File: src/ntt_params.svh
// Sizes fixed for a 128-point transform over q = 12289; other values are not supported
`ifndef NTT_PARAMS_SVH
`define NTT_PARAMS_SVH

// ----------------------------------------------------------------------
// Transform
// ----------------------------------------------------------------------
`define NTT_N           128
`define NTT_LOG_N       7
`define NTT_Q           12289

// -q^-1 mod 2^16, Montgomery radix 2^16
`define NTT_QINV_NEG    12287
`define NTT_MONT_SHIFT  16

// ----------------------------------------------------------------------
// Data widths and buffering
// ----------------------------------------------------------------------
`define IN_WORD_W       32
`define NIBBLE_W        4
`define COEFFS_PER_WORD 8
`define LOAD_BEATS      16
`define COEFF_W         16

// Result FIFO entries, power of two
`define FIFO_DEPTH      16

`endif

File: src/ntt_pkg.sv
// Twiddles are Montgomery-form constants for q = 12289 and only fit the 128-point order
`default_nettype none

`include "ntt_params.svh"

package ntt_pkg;

    typedef logic [`IN_WORD_W-1:0]           word_t;
    typedef logic [`COEFF_W-1:0]             coeff_t;
    typedef logic [$clog2(`NTT_N)-1:0]       addr_t;
    typedef logic [$clog2(`NTT_Q)-1:0]       twiddle_t;
    typedef logic [$clog2(`LOAD_BEATS)-1:0]  beat_t;

    typedef enum logic [1:0] {
        ST_IDLE    = 2'd0,
        ST_LOAD    = 2'd1,
        ST_COMPUTE = 2'd2,
        ST_WRITE   = 2'd3
    } engine_state_e;

    // ------------------------------------------------------------------
    // Twiddle table, indexed by (1 << stage) + group
    // ------------------------------------------------------------------
    localparam twiddle_t TWIDDLE_ROM [`NTT_N] = '{
        14'd4091,  14'd7888,  14'd11060, 14'd11208, 14'd6960,  14'd4342,  14'd6275,  14'd9759,
        14'd1591,  14'd6399,  14'd9477,  14'd5266,  14'd586,   14'd5825,  14'd7538,  14'd9710,
        14'd1134,  14'd6407,  14'd1711,  14'd965,   14'd7099,  14'd7674,  14'd3743,  14'd6442,
        14'd10414, 14'd8100,  14'd1885,  14'd1688,  14'd1364,  14'd10329, 14'd10164, 14'd9180,
        14'd12210, 14'd6240,  14'd997,   14'd117,   14'd4783,  14'd4407,  14'd1549,  14'd7072,
        14'd2829,  14'd6458,  14'd4431,  14'd8877,  14'd7144,  14'd2564,  14'd5664,  14'd4042,
        14'd12189, 14'd432,   14'd10751, 14'd1237,  14'd7610,  14'd1534,  14'd3983,  14'd7863,
        14'd2181,  14'd6308,  14'd8720,  14'd6570,  14'd4843,  14'd1690,  14'd14,    14'd3872,
        14'd5569,  14'd9368,  14'd12163, 14'd2019,  14'd7543,  14'd2315,  14'd4673,  14'd7340,
        14'd1553,  14'd1156,  14'd8401,  14'd11389, 14'd1020,  14'd2967,  14'd10772, 14'd7045,
        14'd3316,  14'd11236, 14'd5285,  14'd11578, 14'd10637, 14'd10086, 14'd9493,  14'd6180,
        14'd9277,  14'd6130,  14'd3323,  14'd883,   14'd10469, 14'd489,   14'd1502,  14'd2851,
        14'd11061, 14'd9729,  14'd2742,  14'd12241, 14'd4970,  14'd10481, 14'd10078, 14'd1195,
        14'd730,   14'd1762,  14'd3854,  14'd2030,  14'd5892,  14'd10922, 14'd9020,  14'd5274,
        14'd9179,  14'd3604,  14'd3782,  14'd10206, 14'd3180,  14'd3467,  14'd4668,  14'd2446,
        14'd7613,  14'd9386,  14'd834,   14'd7703,  14'd6836,  14'd3403,  14'd5351,  14'd12276
    };

endpackage

`default_nettype wire

File: src/sample_fifo.sv
// DEPTH must be a power of two, at least 2; writes when full and reads when empty are dropped
`timescale 1ns/1ps
`default_nettype none

`include "ntt_params.svh"

module sample_fifo #(
    parameter int DEPTH = `FIFO_DEPTH
) (
    input  logic            clk,
    input  logic            rst_n,
    input  logic            wr_en,
    input  ntt_pkg::coeff_t wr_data,
    output logic            full,
    input  logic            rd_en,
    output ntt_pkg::coeff_t rd_data,
    output logic            empty
);
    import ntt_pkg::*;

    localparam int AW = $clog2(DEPTH);

    coeff_t        mem [DEPTH];
    logic [AW-1:0] wr_ptr;
    logic [AW-1:0] rd_ptr;
    logic [AW:0]   count;
    logic          do_wr;
    logic          do_rd;

    assign do_wr   = wr_en && !full;
    assign do_rd   = rd_en && !empty;
    assign full    = (count == (AW + 1)'(DEPTH));
    assign empty   = (count == '0);
    assign rd_data = mem[rd_ptr];

    // Pointers wrap by themselves
    always_ff @(posedge clk or negedge rst_n) begin
        if (!rst_n) begin
            wr_ptr <= '0;
            rd_ptr <= '0;
            count  <= '0;
        end else begin
            if (do_wr)
                wr_ptr <= wr_ptr + 1'b1;
            if (do_rd)
                rd_ptr <= rd_ptr + 1'b1;
            case ({do_wr, do_rd})
                2'b10:   count <= count + 1'b1;
                2'b01:   count <= count - 1'b1;
                default: count <= count;
            endcase
        end
    end

    always_ff @(posedge clk) begin
        if (do_wr)
            mem[wr_ptr] <= wr_data;
    end

endmodule

`default_nettype wire

File: config.mk
export PLATFORM = sky130hd
export DESIGN_NAME = sample_fifo
export DESIGN_NICKNAME = d
export VERILOG_FILES = /design/src/ntt_pkg.sv /design/src/sample_fifo.sv
export VERILOG_INCLUDE_DIRS = /design/src /design/src/src
export SDC_FILE = /design/constraint.sdc
export NUM_CORES = 1
export LEC_CHECK = 0
export BUFFER_PORTS_ARGS = -buffer_cell sky130_fd_sc_hd__buf_2
export CORE_ASPECT_RATIO = 1.2
export CORE_MARGIN = 5
export CORE_UTILIZATION = 47
export CTS_BUF_LIST = sky130_fd_sc_hd__clkbuf_4
export DETAILED_ROUTE_END_ITERATION = 12
export PLACE_DENSITY_LB_ADDON = 0.08
export SYNTH_ARGS = -nofsm -noshare
export SYNTH_HDL_FRONTEND = slang
export SYNTH_SLANG_ARGS = --single-unit
File: constraint.sdc
create_clock -name clk -period 3.6 [get_ports clk]
set_input_delay 0.72 -clock clk [delete_from_list [all_inputs] [get_ports clk]]
set_output_delay 0.72 -clock clk [all_outputs]
set_load 0.05 [all_outputs]
==> impl_summary.txt, run 1 <==
----------------------------------------------------
[Global route]
  GRT Util Overall ... 0.182
  Via count of the first global-routing pass ... between 5000 and 6000
  Antenna violations before repair ... 1
  Maximum number of pins on one net before global-route repair ... 35
  Wire length of the first global-routing pass ... around 35 mm
  Remaining Overflow, GRT ... 0

[Status]
  Outcome ... finished, final reports clean

[Layout]
  Core utilization of the finished layout ... 0.545
  Layout net count ... roughly 700
  Number of fillers in the final layout ... about 1900
  Finished layout cell area ... about 13000 µm²
  Fraction of final layout cells with drive strength greater than 1 ... 0.366
  Area delta synth->final ... 15.4%

[Critical path]
  Worst EP arrival ... approximately 2700 ps
  Cell family with most CP delay ... flip-flops
  Data required time of the critical path ... between 2000 and 3000 ps
  Cell chain of the critical path ... clkinv_1, buf_4, a221oi_2, o21ai_0, nand2_1, buf_2
  CP Max Fanout ... 16
  Delay of the slowest cell on the worst path ... between 700 and 800 ps
  Critical path buffer and inverter count ... 3
  Nature of the critical path endpoint ... primary output
  Critical-path cell with the highest stage delay ... sky130_fd_sc_hd__dfrtp_1
  Kind of launch point of the worst setup path ... flip-flop
  Critical path start-end classification ... flip-flop to primary output

[Floorplanning]
  Initial core utilization ... 0.473
  Horizontal die dimension ... around 150 µm
  Die outline area ... approximately 26000 µm²
  I/O Pins ... 38
  Row count ... between 60 and 70
  Floorplan Core Area ... roughly 23000 µm²
  Chip Height ... roughly 180 µm

[Synthesis]
  Number of distinct library cell variants in the gate-level netlist after synthesis ... 39
  Simple-Gate Fraction of Synth Area ... 0.0242
  Number of synthesis warnings ... 0
  Post-Syn Nets ... just under 600
  Sequential element share of the synthesized area ... 0.735
  Fraction of post-synthesis cell area in the top cell type by area ... 0.706
  Area share of fa/ha/maj cells after synthesis ... 0.0122
  Area of the mapped netlist ... 10900 µm²
  Share of synthesized area spent on multiplexers ... 0.127
  Synthesized instance count ... ~560
  Number of synthesized register bits ... approximately 270
  Post-synthesis compound-gate area fraction ... 0.0642
  Synthesized-area fraction occupied by xor and xnor cells ... 0.00804
  Post-Synthesis Mean Instance Area ... about 20 µm²
  Cell type contributing the most total cell area after synthesis ... sky130_fd_sc_hd__edfxtp_1
  Synth area leaders ... sky130_fd_sc_hd__edfxtp_1, sky130_fd_sc_hd__mux4_2, sky130_fd_sc_hd__mux2i_1, sky130_fd_sc_hd__a221oi_2, sky130_fd_sc_hd__dfrtp_1
  Combinational family with the most area after synthesis ... multiplexers

[CTS]
  Maximum root-to-sink buffer count ... 3
  Level count of the clock H-tree ... 3
  Source-to-sink clock delay at the later pin of the worst-skew pair ... approximately 650 ps
  TritonCTS clock tree ... built
  Number of gates resized after cts ... 0
  # clock sinks ... 269
  Number of buffers added by the clock tree synthesis step ... 68
  Clock tree root buffer cell ... sky130_fd_sc_hd__clkbuf_4
  CTS clock-pin slew for the worst setup and hold paths ... approximately 60 ps

[Detailed routing]
  Wire per inst ... between 20 and 25 µm
  1st-pass router iterations ... 5
  Total wire length ... ~23 mm
  Post-detailed-route DRC marker count ... 0
  Via total after detailed routing ... around 5600
  Post-route ant nets ... 0
  Vias/cell ... approximately 5.4
  Number of DRC markers after the initial detailed-route iteration ... roughly 380

[STA]
  Slew HR ... 0.528
  Count of final setup violators ... 0
  Final total negative setup slack ... 0 ps
  Fin Hold WS ... around 460 ps
  Min Tclk post-route ... 3420 ps
  RSZ-0062 raised after global routing ... no
  Final max-slew violation count ... 0
  Maximum clock frequency ... slightly below 300 MHz
  Final setup skew ... 28.3 ps
  Portion of the clock cycle consumed by the worst path in the final layout ... 0.949
  Transition time at the pin with the least slew margin ... 704 ps
  Final Hold Fails ... 0

[Power]
  Largest voltage drop on the vdd net ... 643 µV
  Internal cell power ... approximately 0.0068 W
  Part of the power in combinational logic ... 0.381
  Sequential share of power ... 0.372
  Total design power ... 0.0107 W
  Proportion of total power due to net switching ... 0.367
  Net Sw Power ... between 0.003 and 0.004 W
  Ratio of total power to cell area ... ~850 nW/µm²
  Relative contribution of the clock network to total power ... 0.247
  Leakage power summed over all cells ... about 4.5 nW

[Placed design]
  DPL Wire Length ... ~14 mm
  Placed Area ... approximately 12000 µm²
  Routability cong. ... 0.800
  # port buffers ... 37

[Flow run]
  Max cap viols ... 0

[Worst hold path]
  Worst Hold Class ... input pin to flip-flop

----------------------------------------------------
==> metrics by stage <==
step	std cells	worst slack, ps
2_1_floorplan	555	763
3_3_place_gp	901	637
3_5_place_dp	901	603
4_1_cts	1022	17.6
5_1_grt	1032	21.4
6_report	1032	182
==> area by class of cell <==
type	count	area [µm²]	share of cell area
timing repair buffer	75	593	0.0472
multi-input combinational	244	2620	0.208
inverter	9	33.8	0.00269
antenna	1	2.50	0.000199
clock buffer	102	766	0.0609
clock inverter	17	143	0.0113
tap	315	394	0.0314
sequential	269	8020	0.638
==> power groups by stage <==
| stage | Sequential [W] | Combinational [W] | Clock [W] |
|---|---|---|---|
| after global routing | 0.00402 | 0.00436 | 0.00292 |
| after detailed placement | 0.00416 | 0.00386 | 0 |
| after floorplan | 0.00395 | 0.00310 | 0 |
| final | 0.00399 | 0.00409 | 0.00266 |
| after global placement | 0.00415 | 0.00382 | 0 |
| after CTS | 0.00406 | 0.00395 | 0.00275 |
==> Yosys cell counts <==
library cell and n:
sky130_fd_sc_hd__o21ai_0 18, sky130_fd_sc_hd__dfrtp_1 13, sky130_fd_sc_hd__inv_1 8, sky130_fd_sc_hd__nand2_2 1
sky130_fd_sc_hd__a221oi_2 29, sky130_fd_sc_hd__nand2b_1 2, sky130_fd_sc_hd__buf_6 9, sky130_fd_sc_hd__nor2b_1 2
sky130_fd_sc_hd__mux2i_1 65, sky130_fd_sc_hd__mux4_2 32, sky130_fd_sc_hd__mux2_4 1, sky130_fd_sc_hd__nand4_1 1
sky130_fd_sc_hd__fa_1 1, sky130_fd_sc_hd__nand3_1 2, sky130_fd_sc_hd__nor2b_4 1, sky130_fd_sc_hd__nand2_1 25
sky130_fd_sc_hd__clkinv_1 1, sky130_fd_sc_hd__a21o_1 1, sky130_fd_sc_hd__o21ai_1 2, sky130_fd_sc_hd__clkbuf_1 6
sky130_fd_sc_hd__nor3_1 4, sky130_fd_sc_hd__buf_1 2, sky130_fd_sc_hd__buf_8 2, sky130_fd_sc_hd__and2_4 1
sky130_fd_sc_hd__and2b_1 1, sky130_fd_sc_hd__a21oi_1 2, sky130_fd_sc_hd__and2_1 1, sky130_fd_sc_hd__or3b_1 1
sky130_fd_sc_hd__ha_1 9, sky130_fd_sc_hd__buf_12 2, sky130_fd_sc_hd__edfxtp_1 256, sky130_fd_sc_hd__a22oi_1 16
sky130_fd_sc_hd__xor2_1 3, sky130_fd_sc_hd__nor4_2 1, sky130_fd_sc_hd__a221oi_1 3, sky130_fd_sc_hd__xnor2_1 7
sky130_fd_sc_hd__buf_2 5, sky130_fd_sc_hd__nor2_1 12, sky130_fd_sc_hd__buf_4 7
==> state kept, by name, indices dropped and copies added (netlist names) <==
signal / cells
count: 5
rd_ptr: 4
wr_ptr: 4
mem: 256
==> cells by family after synthesis <==
family,after synthesis
XOR/XNOR,10
multiplexers,98
AO/OA/AOI/OAI,71
flip-flops,269
buffers and inverters,42
adder cells (fa/ha/maj),10
AND/OR/NAND/NOR,55
==> final timing paths <==
path,startpoint,to,slack (ps),cells past startpoint
min reg2reg,count[4],count[4],500,1
max reg2reg,count[0],count[4],640,12
min,wr_data[0],mem[13][0],460,1
max in group asynchronous,rst_n,rd_ptr[0],2780,2
min in group asynchronous,rst_n,count[1],520,2
max,rd_ptr[3],rd_data[11],180,6
==> placed cells by master, fill, tap and decap left out, types with 2 or more instances in the layout <==
cell                        netlist  routed
sky130_fd_sc_hd__mux2i_1         65      65
sky130_fd_sc_hd__nor2_2           0      12
sky130_fd_sc_hd__nor3_2           0       4
sky130_fd_sc_hd__a221oi_1         3       3
sky130_fd_sc_hd__dfrtp_1         13      12
sky130_fd_sc_hd__clkbuf_4         0     102
sky130_fd_sc_hd__a221oi_2        29      29
sky130_fd_sc_hd__nor2b_1          2       2
sky130_fd_sc_hd__nand2b_1         2       2
sky130_fd_sc_hd__bufinv_16        0       3
sky130_fd_sc_hd__edfxtp_1       256     256
sky130_fd_sc_hd__buf_2            5      37
sky130_fd_sc_hd__buf_4            7      28
sky130_fd_sc_hd__ha_1             9       9
sky130_fd_sc_hd__nand2_1         25      25
sky130_fd_sc_hd__buf_12           2       8
sky130_fd_sc_hd__nand3_1          2       2
sky130_fd_sc_hd__inv_1            8       8
sky130_fd_sc_hd__a22oi_1         16      16
sky130_fd_sc_hd__a21oi_1          2       2
sky130_fd_sc_hd__o21ai_0         18      18
sky130_fd_sc_hd__clkinv_1         1      15
sky130_fd_sc_hd__xor2_1           3       3
sky130_fd_sc_hd__mux4_2          32      32
sky130_fd_sc_hd__o21ai_1          2       2
sky130_fd_sc_hd__xnor2_1          7       7
==> per-layer routing <==
metal / share of wire / track usage / vias to the layer above / wire [µm]
met5: 0 / 0 / - / 0
met2: 0.48 / 0.274 / 164 / 11100
met1: 0.44 / 0.262 / 2821 / 10300
met3: 0.057 / 0.0402 / 38 / 1340
met4: 0.021 / 0.0687 / 0 / 494
li1: - / - / 2528 / -
==> what timing repair did <==
action                     4_1_cts  5_1_grt
hold endpoints to repair        13        0
buffers inserted                 1        9
gates cloned                     0        0
pin swaps                        0        0
hold buffers                     1        0
setup endpoints to repair       11        7
Note: power is estimated with default switching activity, not from simulation.
==> inputs of run 2 (changes only) <==
--- a/config.mk
+++ b/config.mk
@@ -9,10 +9,11 @@
 export BUFFER_PORTS_ARGS = -buffer_cell sky130_fd_sc_hd__buf_2
 export CORE_ASPECT_RATIO = 1.2
 export CORE_MARGIN = 5
-export CORE_UTILIZATION = 47
+export CORE_UTILIZATION = 64
 export CTS_BUF_LIST = sky130_fd_sc_hd__clkbuf_4
 export DETAILED_ROUTE_END_ITERATION = 12
 export PLACE_DENSITY_LB_ADDON = 0.08
 export SYNTH_ARGS = -nofsm -noshare
 export SYNTH_HDL_FRONTEND = slang
 export SYNTH_SLANG_ARGS = --single-unit
+export TNS_END_PERCENT = 20
==> run 2 against run 1 <==
  * Worst hold slack got worse by 18 ps
  * Non-clock buffer count is 7 lower
  * Clock-buffer cell count fell by 8
  * Fmax is 0.11% higher
  * Clock power decreased by 14%
  * Combinational power shrank 5.1%
  * Flip-flop and latch count unchanged
  * Routed wire length down 7.3%
  * Via count rose by 0.34%
  * Highest routed layer unchanged
==> impl_summary.txt, run 2 (synthesized netlist as in run 1, its figures left out) <==
----------------------------------------------------
[Global route]
  Maximum number of pins on one net before global-route repair ... 56 (+60%)
  Via count of the first global-routing pass ... 5883 (+1.1%)
  Antenna violations before repair ... 1 (unchanged)
  Remaining Overflow, GRT ... 0 (unchanged)
  GRT Util Overall ... 0.228 (+0.0463)
  Wire length of the first global-routing pass ... 33.6 mm (-5.2%)

[Worst hold path]
  Worst Hold Class ... input pin to flip-flop

[Floorplanning]
  I/O Pins ... 38 (unchanged)
  Die outline area ... 19700 µm² (-25%)
  Horizontal die dimension ... 129 µm (-13%)
  Row count ... 52 (-15%)
  Chip Height ... 153 µm (-13%)
  Initial core utilization ... 0.649 (+0.176)
  Floorplan Core Area ... 16800 µm² (-27%)

[CTS]
  Maximum root-to-sink buffer count ... 3 (unchanged)
  Level count of the clock H-tree ... 2 (-1)
  Clock tree root buffer cell ... sky130_fd_sc_hd__clkbuf_4
  # clock sinks ... 269 (unchanged)
  TritonCTS clock tree ... built
  Number of buffers added by the clock tree synthesis step ... 61 (-10%)
  CTS clock-pin slew for the worst setup and hold paths ... 80 ps (+20 ps)
  Source-to-sink clock delay at the later pin of the worst-skew pair ... 670 ps (+20 ps)

[Power]
  Part of the power in combinational logic ... 0.382 (about the same)
  Largest voltage drop on the vdd net ... 923 µV (+44%)
  Sequential share of power ... 0.392 (+0.020)
  Leakage power summed over all cells ... 4.33 nW (-2.8%)
  Relative contribution of the clock network to total power ... 0.226 (-0.021)
  Net Sw Power ... 0.00381 W (-3.3%)
  Internal cell power ... 0.00634 W (-6.7%)
  Proportion of total power due to net switching ... 0.375 (+0.00823)
  Ratio of total power to cell area ... 833 nW/µm² (-2.5%)

[Critical path]
  Kind of launch point of the worst setup path ... flip-flop
  Nature of the critical path endpoint ... primary output
  Worst EP arrival ... 2690 ps (about the same)
  CP Max Fanout ... 44 (+28)
  Critical path start-end classification ... flip-flop to primary output
  Data required time of the critical path ... 2880 ps (about the same)

[STA]
  Final max-slew violation count ... 0 (unchanged)
  Final setup skew ... 27.5 ps (-0.807 ps)
  Slew HR ... 0.565 (+0.0374)
  Min Tclk post-route ... 3410 ps (-3.69 ps)
  Fin Hold WS ... 439 ps (-17.6 ps)
  Final total negative setup slack ... 0 ps (unchanged)
  Transition time at the pin with the least slew margin ... 651 ps (-53.0 ps)
  Maximum clock frequency ... 293 MHz (+0.11%)
  RSZ-0062 raised after global routing ... no
  Final Hold Fails ... 0 (unchanged)
  Portion of the clock cycle consumed by the worst path in the final layout ... 0.948 (-0.00102)
  Count of final setup violators ... 0 (unchanged)

[Layout]
  Reg with most FFs ... mem
  Top Registers ... mem (256), count (5)
  Core utilization of the finished layout ... 0.726 (+0.181)
  Number of flip-flops in the largest register ... 256 (unchanged)
  Multi-input combinational cell area ... 2630 µm² (+0.29%)
  Number of fillers in the final layout ... 1048 (-44%)
  Leading cell types in the layout, fill and taps excluded ... sky130_fd_sc_hd__edfxtp_1, sky130_fd_sc_hd__clkbuf_4, sky130_fd_sc_hd__mux2i_1
  Area delta synth->final ... 11.8%
  Most common cell after layout, fill and taps aside ... sky130_fd_sc_hd__edfxtp_1
  Area used by sequential logic in the layout ... 8020 µm² (about the same)
  Layout net count ... 684 (-1.9%)
  Fraction of final layout cells with drive strength greater than 1 ... 0.355 (-0.0113)

[Detailed routing]
  Number of DRC markers after the initial detailed-route iteration ... 389 (+1.8%)
  Post-detailed-route DRC marker count ... 0 (unchanged)
  Post-route ant nets ... 0 (unchanged)
  Wire per inst ... 23.4 µm (+3.7%)
  Via total after detailed routing ... 5570 (+0.34%)
  1st-pass router iterations ... 5 (unchanged)
  Vias/cell ... 6.03 (+12%)
  Total wire length ... 21.6 mm (-7.3%)

[Flow run]
  Max cap viols ... 0 (unchanged)

[Placed design]
  # port buffers ... 37 (unchanged)
  Routability cong. ... 0.778 (-2.8%)
  DPL Wire Length ... 13.3 mm (-6.4%)

[Status]
  Outcome ... finished, final reports clean

----------------------------------------------------
-- run 2: cell types whose count changed in the layout (fill, tap and decap cells not counted), sizes merged, moves of 2 or more --
cell | before | now
clkbuf | 102 | 94
buf | 74 | 67
bufinv | 3 | 0
clkinv | 15 | 18
inv | 8 | 10
-- run 2: final cells by class --
class / instances / area share
well taps: 216 / 0.0222
repair buffers: 68 / 0.0366
flip-flops and latches: 269 / 0.658
diodes: 2 / 0.000411
inverters: 9 / 0.00277
multi-input cells: 245 / 0.216
clock buffers: 94 / 0.0579
clock inverters: 20 / 0.00657
-- run 2: layer usage --
| metal | track usage | wire [µm] |
|---|---|---|
| met3 | 0.0492 | 1320 |
| met4 | 0.0720 | 325 |
| met2 | 0.361 | 10900 |
| met5 | 0 | 0 |
| met1 | 0.323 | 9030 |
-- run 2: worst paths after layout --
kind,startpoint,to,slack [ps],depth (start not counted)
worst max-delay path,rd_ptr[0],rd_data[1],190,6
worst max register to register,count[0],count[4],730,11
worst min register to register,count[4],count[4],500,1
max in group asynchronous,rst_n,rd_ptr[0],2830,2
min in group asynchronous,rst_n,rd_ptr[3],480,2
worst min-delay path,wr_data[5],mem[2][5],440,1
-- run 2: worst max-delay path, stage by stage, from the launching register on --
cell                       delay, ps
sky130_fd_sc_hd__dfrtp_4         500
sky130_fd_sc_hd__buf_12          210
sky130_fd_sc_hd__mux2i_1         160
sky130_fd_sc_hd__a221oi_1        560
sky130_fd_sc_hd__a22oi_1         180
sky130_fd_sc_hd__nand2_1         120
sky130_fd_sc_hd__buf_2           270
-- run 2: metrics by stage --
step / setup slack [ps] / total power, W / instances / instance area, µm²
after global placement: 603 / 0.00781 / 803 / 11400
after floorplan: 763 / 0.00705 / 555 / 10900
after detailed placement: 507 / 0.00791 / 803 / 11400
final: 186 / 0.0102 / 923 / 12200
after CTS: 34.5 / 0.0102 / 920 / 12200
after global routing: 46.4 / 0.0107 / 923 / 12200
-- run 2: power by group through the flow --
stage               Sequential [W]  Combinational (W)  Clock, W
floorplan                  0.00395            0.00310         0
global placement           0.00402            0.00379         0
detailed placement         0.00404            0.00386         0
CTS                        0.00398            0.00389   0.00237
global route               0.00401            0.00411   0.00254
finish                     0.00398            0.00388   0.00229
-- run 2: what timing repair did --
| action | in CTS | in global routing |
|---|---|---|
| pin swaps | 0 | 1 |
| setup buffers | 2 | 0 |
| gates cloned | 0 | 1 |
| setup endpoints to repair | 8 | 6 |
| resized for setup | 0 | 1 |
| hold buffers | 1 | 0 |
| endpoints found under the hold margin | 13 | 0 |
==> inputs of run 3 (changes only) <==
--- a/config.mk
+++ b/config.mk
@@ -9,7 +9,7 @@
 export BUFFER_PORTS_ARGS = -buffer_cell sky130_fd_sc_hd__buf_2
 export CORE_ASPECT_RATIO = 1.2
 export CORE_MARGIN = 5
-export CORE_UTILIZATION = 64
+export CORE_UTILIZATION = 65
 export CTS_BUF_LIST = sky130_fd_sc_hd__clkbuf_4
 export DETAILED_ROUTE_END_ITERATION = 12
 export PLACE_DENSITY_LB_ADDON = 0.08
==> constraint.sdc (replaced) <==
create_clock -name clk -period 4.2 [get_ports clk]
set_input_delay 0.84 -clock clk [delete_from_list [all_inputs] [get_ports clk]]
set_output_delay 0.84 -clock clk [all_outputs]
set_load 0.05 [all_outputs]
==> run 3 against run 2 <==
  * Via count is essentially flat
  * Non-clock buffer count down 5
  * Combinational power decreased by 17%
  * Clock skew up 8.9 ps
  * Clock power shrank 9.6%
  * Critical path depth stayed put
  * Critical endpoint is now rd_data[7]
  * Largest cell class unchanged
  * Highest routed layer unchanged
==> impl_summary.txt, run 3 (synthesized netlist as in run 1, its figures left out) <==
----------------------------------------------------
[Status]
  Outcome ... finished, final reports clean

[CTS]
  # clock sinks ... 269 (unchanged)
  Number of buffers added by the clock tree synthesis step ... 66 (+8.2%)
  Quantity of hold-fixing buffers added after cts ... 0 (-1)
  CTS clock-pin slew for the worst setup and hold paths ... 70 ps (about the same)
  Number of gates resized after cts ... 0 (unchanged)
  TritonCTS clock tree ... built
  Clock tree root buffer cell ... sky130_fd_sc_hd__clkbuf_4
  Level count of the clock H-tree ... 3 (+1)
  Maximum root-to-sink buffer count ... 3 (unchanged)
  Number of post-CTS setup repair buffers ... 0 (-2)
  Source-to-sink clock delay at the later pin of the worst-skew pair ... 650 ps (-20 ps)

[Power]
  Proportion of total power due to net switching ... 0.375 (-0.000831)
  Sequential share of power ... 0.397 (+0.005)
  Relative contribution of the clock network to total power ... 0.235 (+0.009)
  Part of the power in combinational logic ... 0.368 (-0.014)
  Net Sw Power ... 0.00329 W (-14%)
  Largest voltage drop on the vdd net ... 585 µV (-37%)
  Internal cell power ... 0.00549 W (-13%)
  Leakage power summed over all cells ... 4.33 nW (about the same)
  Ratio of total power to cell area ... 722 nW/µm² (-13%)

[Critical path]
  R2r setup slk ... 1180 ps (+450 ps)
  FF-to-FF path depth ... 11 (unchanged)
  Reg-to-reg startpoint ... count[0]
  Data required time of the critical path ... 3360 ps (+480 ps)
  Worst EP arrival ... 2940 ps (+250 ps)
  Kind of launch point of the worst setup path ... flip-flop
  Nature of the critical path endpoint ... primary output
  Reg2reg end ... count[4]
  CP Max Fanout ... 16 (-64%)
  Critical path start-end classification ... flip-flop to primary output

[STA]
  Portion of the clock cycle consumed by the worst path in the final layout ... 0.900
  Slew HR ... 0.202 (-0.363)
  Final max-slew violation count ... 0 (unchanged)
  Final setup skew ... 36.4 ps (+8.90 ps)
  Transition time at the pin with the least slew margin ... 1200 ps (+544 ps)
  RSZ-0062 raised after global routing ... no
  Count of final setup violators ... 0 (unchanged)
  Min Tclk post-route ... ~3800 ps
  Final total negative setup slack ... 0 ps (unchanged)
  Maximum clock frequency ... about 260 MHz
  Final Hold Fails ... 0 (unchanged)

[Detailed routing]
  Wire per inst ... 24.3 µm (+4.1%)
  Vias/cell ... 6.09 (+0.85%)
  Post-route ant nets ... 0 (unchanged)
  Via total after detailed routing ... 5575 (+0.090%)
  1st-pass router iterations ... 5 (unchanged)
  Total wire length ... 22.3 mm (+3.3%)
  Post-detailed-route DRC marker count ... 0 (unchanged)
  Number of DRC markers after the initial detailed-route iteration ... 376 (-3.3%)

[Floorplanning]
  I/O Pins ... 38 (unchanged)
  Die outline area ... 19500 µm² (-1.4%)
  Floorplan Core Area ... 16300 µm² (-2.7%)
  Chip Height ... 152 µm (-0.72%)
  Initial core utilization ... 0.667 (+0.0179)
  Row count ... 51 (-1.9%)
  Horizontal die dimension ... 128 µm (-0.71%)

[Layout]
  Area delta synth->final ... 11.7%
  Finished layout cell area ... 12200 µm² (-0.15%)
  Reg with most FFs ... mem
  Leading cell types in the layout, fill and taps excluded ... sky130_fd_sc_hd__edfxtp_1, sky130_fd_sc_hd__clkbuf_4, sky130_fd_sc_hd__mux2i_1
  Top Registers ... mem (256), count (5)
  Area used by sequential logic in the layout ... 8020 µm² (about the same)
  Most common cell after layout, fill and taps aside ... sky130_fd_sc_hd__edfxtp_1
  Multi-input combinational cell area ... 2620 µm² (-0.29%)
  Number of flip-flops in the largest register ... 256 (unchanged)
  Fraction of final layout cells with drive strength greater than 1 ... 0.354 (-0.000414)
  Layout net count ... 683 (-0.15%)
  Number of fillers in the final layout ... 1030 (-1.7%)

[Global route]
  Via count of the first global-routing pass ... 6036 (+2.6%)
  Remaining Overflow, GRT ... 0 (unchanged)
  Maximum number of pins on one net before global-route repair ... 34 (-39%)
  Antenna violations before repair ... 1 (unchanged)
  Wire length of the first global-routing pass ... 34.9 mm (+3.8%)
  GRT Util Overall ... 0.240 (+0.0118)

[Placed design]
  # port buffers ... 37 (unchanged)
  DPL Wire Length ... 13.2 mm (-1.2%)
  Placed Area ... 11300 µm² (-0.18%)
  Routability cong. ... 0.763 (-2.0%)

[Worst hold path]
  Worst Hold Class ... input pin to async pin

[Flow run]
  Max cap viols ... 0 (unchanged)

----------------------------------------------------
-- run 3: layout make-up --
cell class                      count  share of cell area
Clock buffer                      101              0.0623
Antenna cell                        1            0.000206
Sequential cell                   269               0.659
Clock inverter                     17             0.00535
Multi-Input combinational cell    244               0.215
Inverter                            9             0.00278
Tap cell                          212              0.0218
Timing Repair Buffer               63              0.0333
-- run 3: metrics by stage --
step	instances	hold slack (ps)	setup slack (ps)	util	total power, W
after global placement	797	478	1000	0.694	0.00671
final	916	130	418	0.745	0.00879
after CTS	915	92.0	383	0.745	0.00886
after floorplan	555	459	1360	-	0.00605
after detailed placement	797	488	946	0.694	0.00679
after global routing	916	106	231	0.745	0.00922
-- run 3: worst max-delay path, cell delays in order, from the launching register on --
cell                       delay (ps)
sky130_fd_sc_hd__dfrtp_1          570
sky130_fd_sc_hd__nor2b_4          610
sky130_fd_sc_hd__buf_4            390
sky130_fd_sc_hd__a221oi_2         110
sky130_fd_sc_hd__a22oi_1          260
sky130_fd_sc_hd__nand2_1          140
sky130_fd_sc_hd__buf_2            240
-- run 3: worst max-delay path by stage --
stage	from	endpoint	slack [ps]	depth (start not counted)
finish	rd_ptr[1]	rd_data[7]	420	6
global route	rd_ptr[0]	rd_data[5]	230	6
CTS	rd_ptr[1]	rd_data[7]	380	6
detailed placement	rd_en	count[4]	950	10
global placement	rd_en	count[4]	1000	10
floorplan	count[1]	count[4]	1360	11
-- run 3: power by group through the flow --
stage / clock network [W] / logic [W] / registers (W)
floorplan: 0 / 0.00266 / 0.00339
global placement: 0 / 0.00318 / 0.00353
detailed placement: 0 / 0.00324 / 0.00355
CTS: 0.00212 / 0.00325 / 0.00349
global route: 0.00227 / 0.00343 / 0.00353
finish: 0.00207 / 0.00323 / 0.00349
-- run 3: metal layers --
layer  share of wire  track usage  vias to the layer above  wire, µm
met4           0.018       0.0875                        0       391
li1                -            -                     2506         -
met1            0.40        0.311                     2864      8820
met5               0            0                        -         0
met3           0.050       0.0526                       30      1130
met2            0.54        0.402                      175     12000
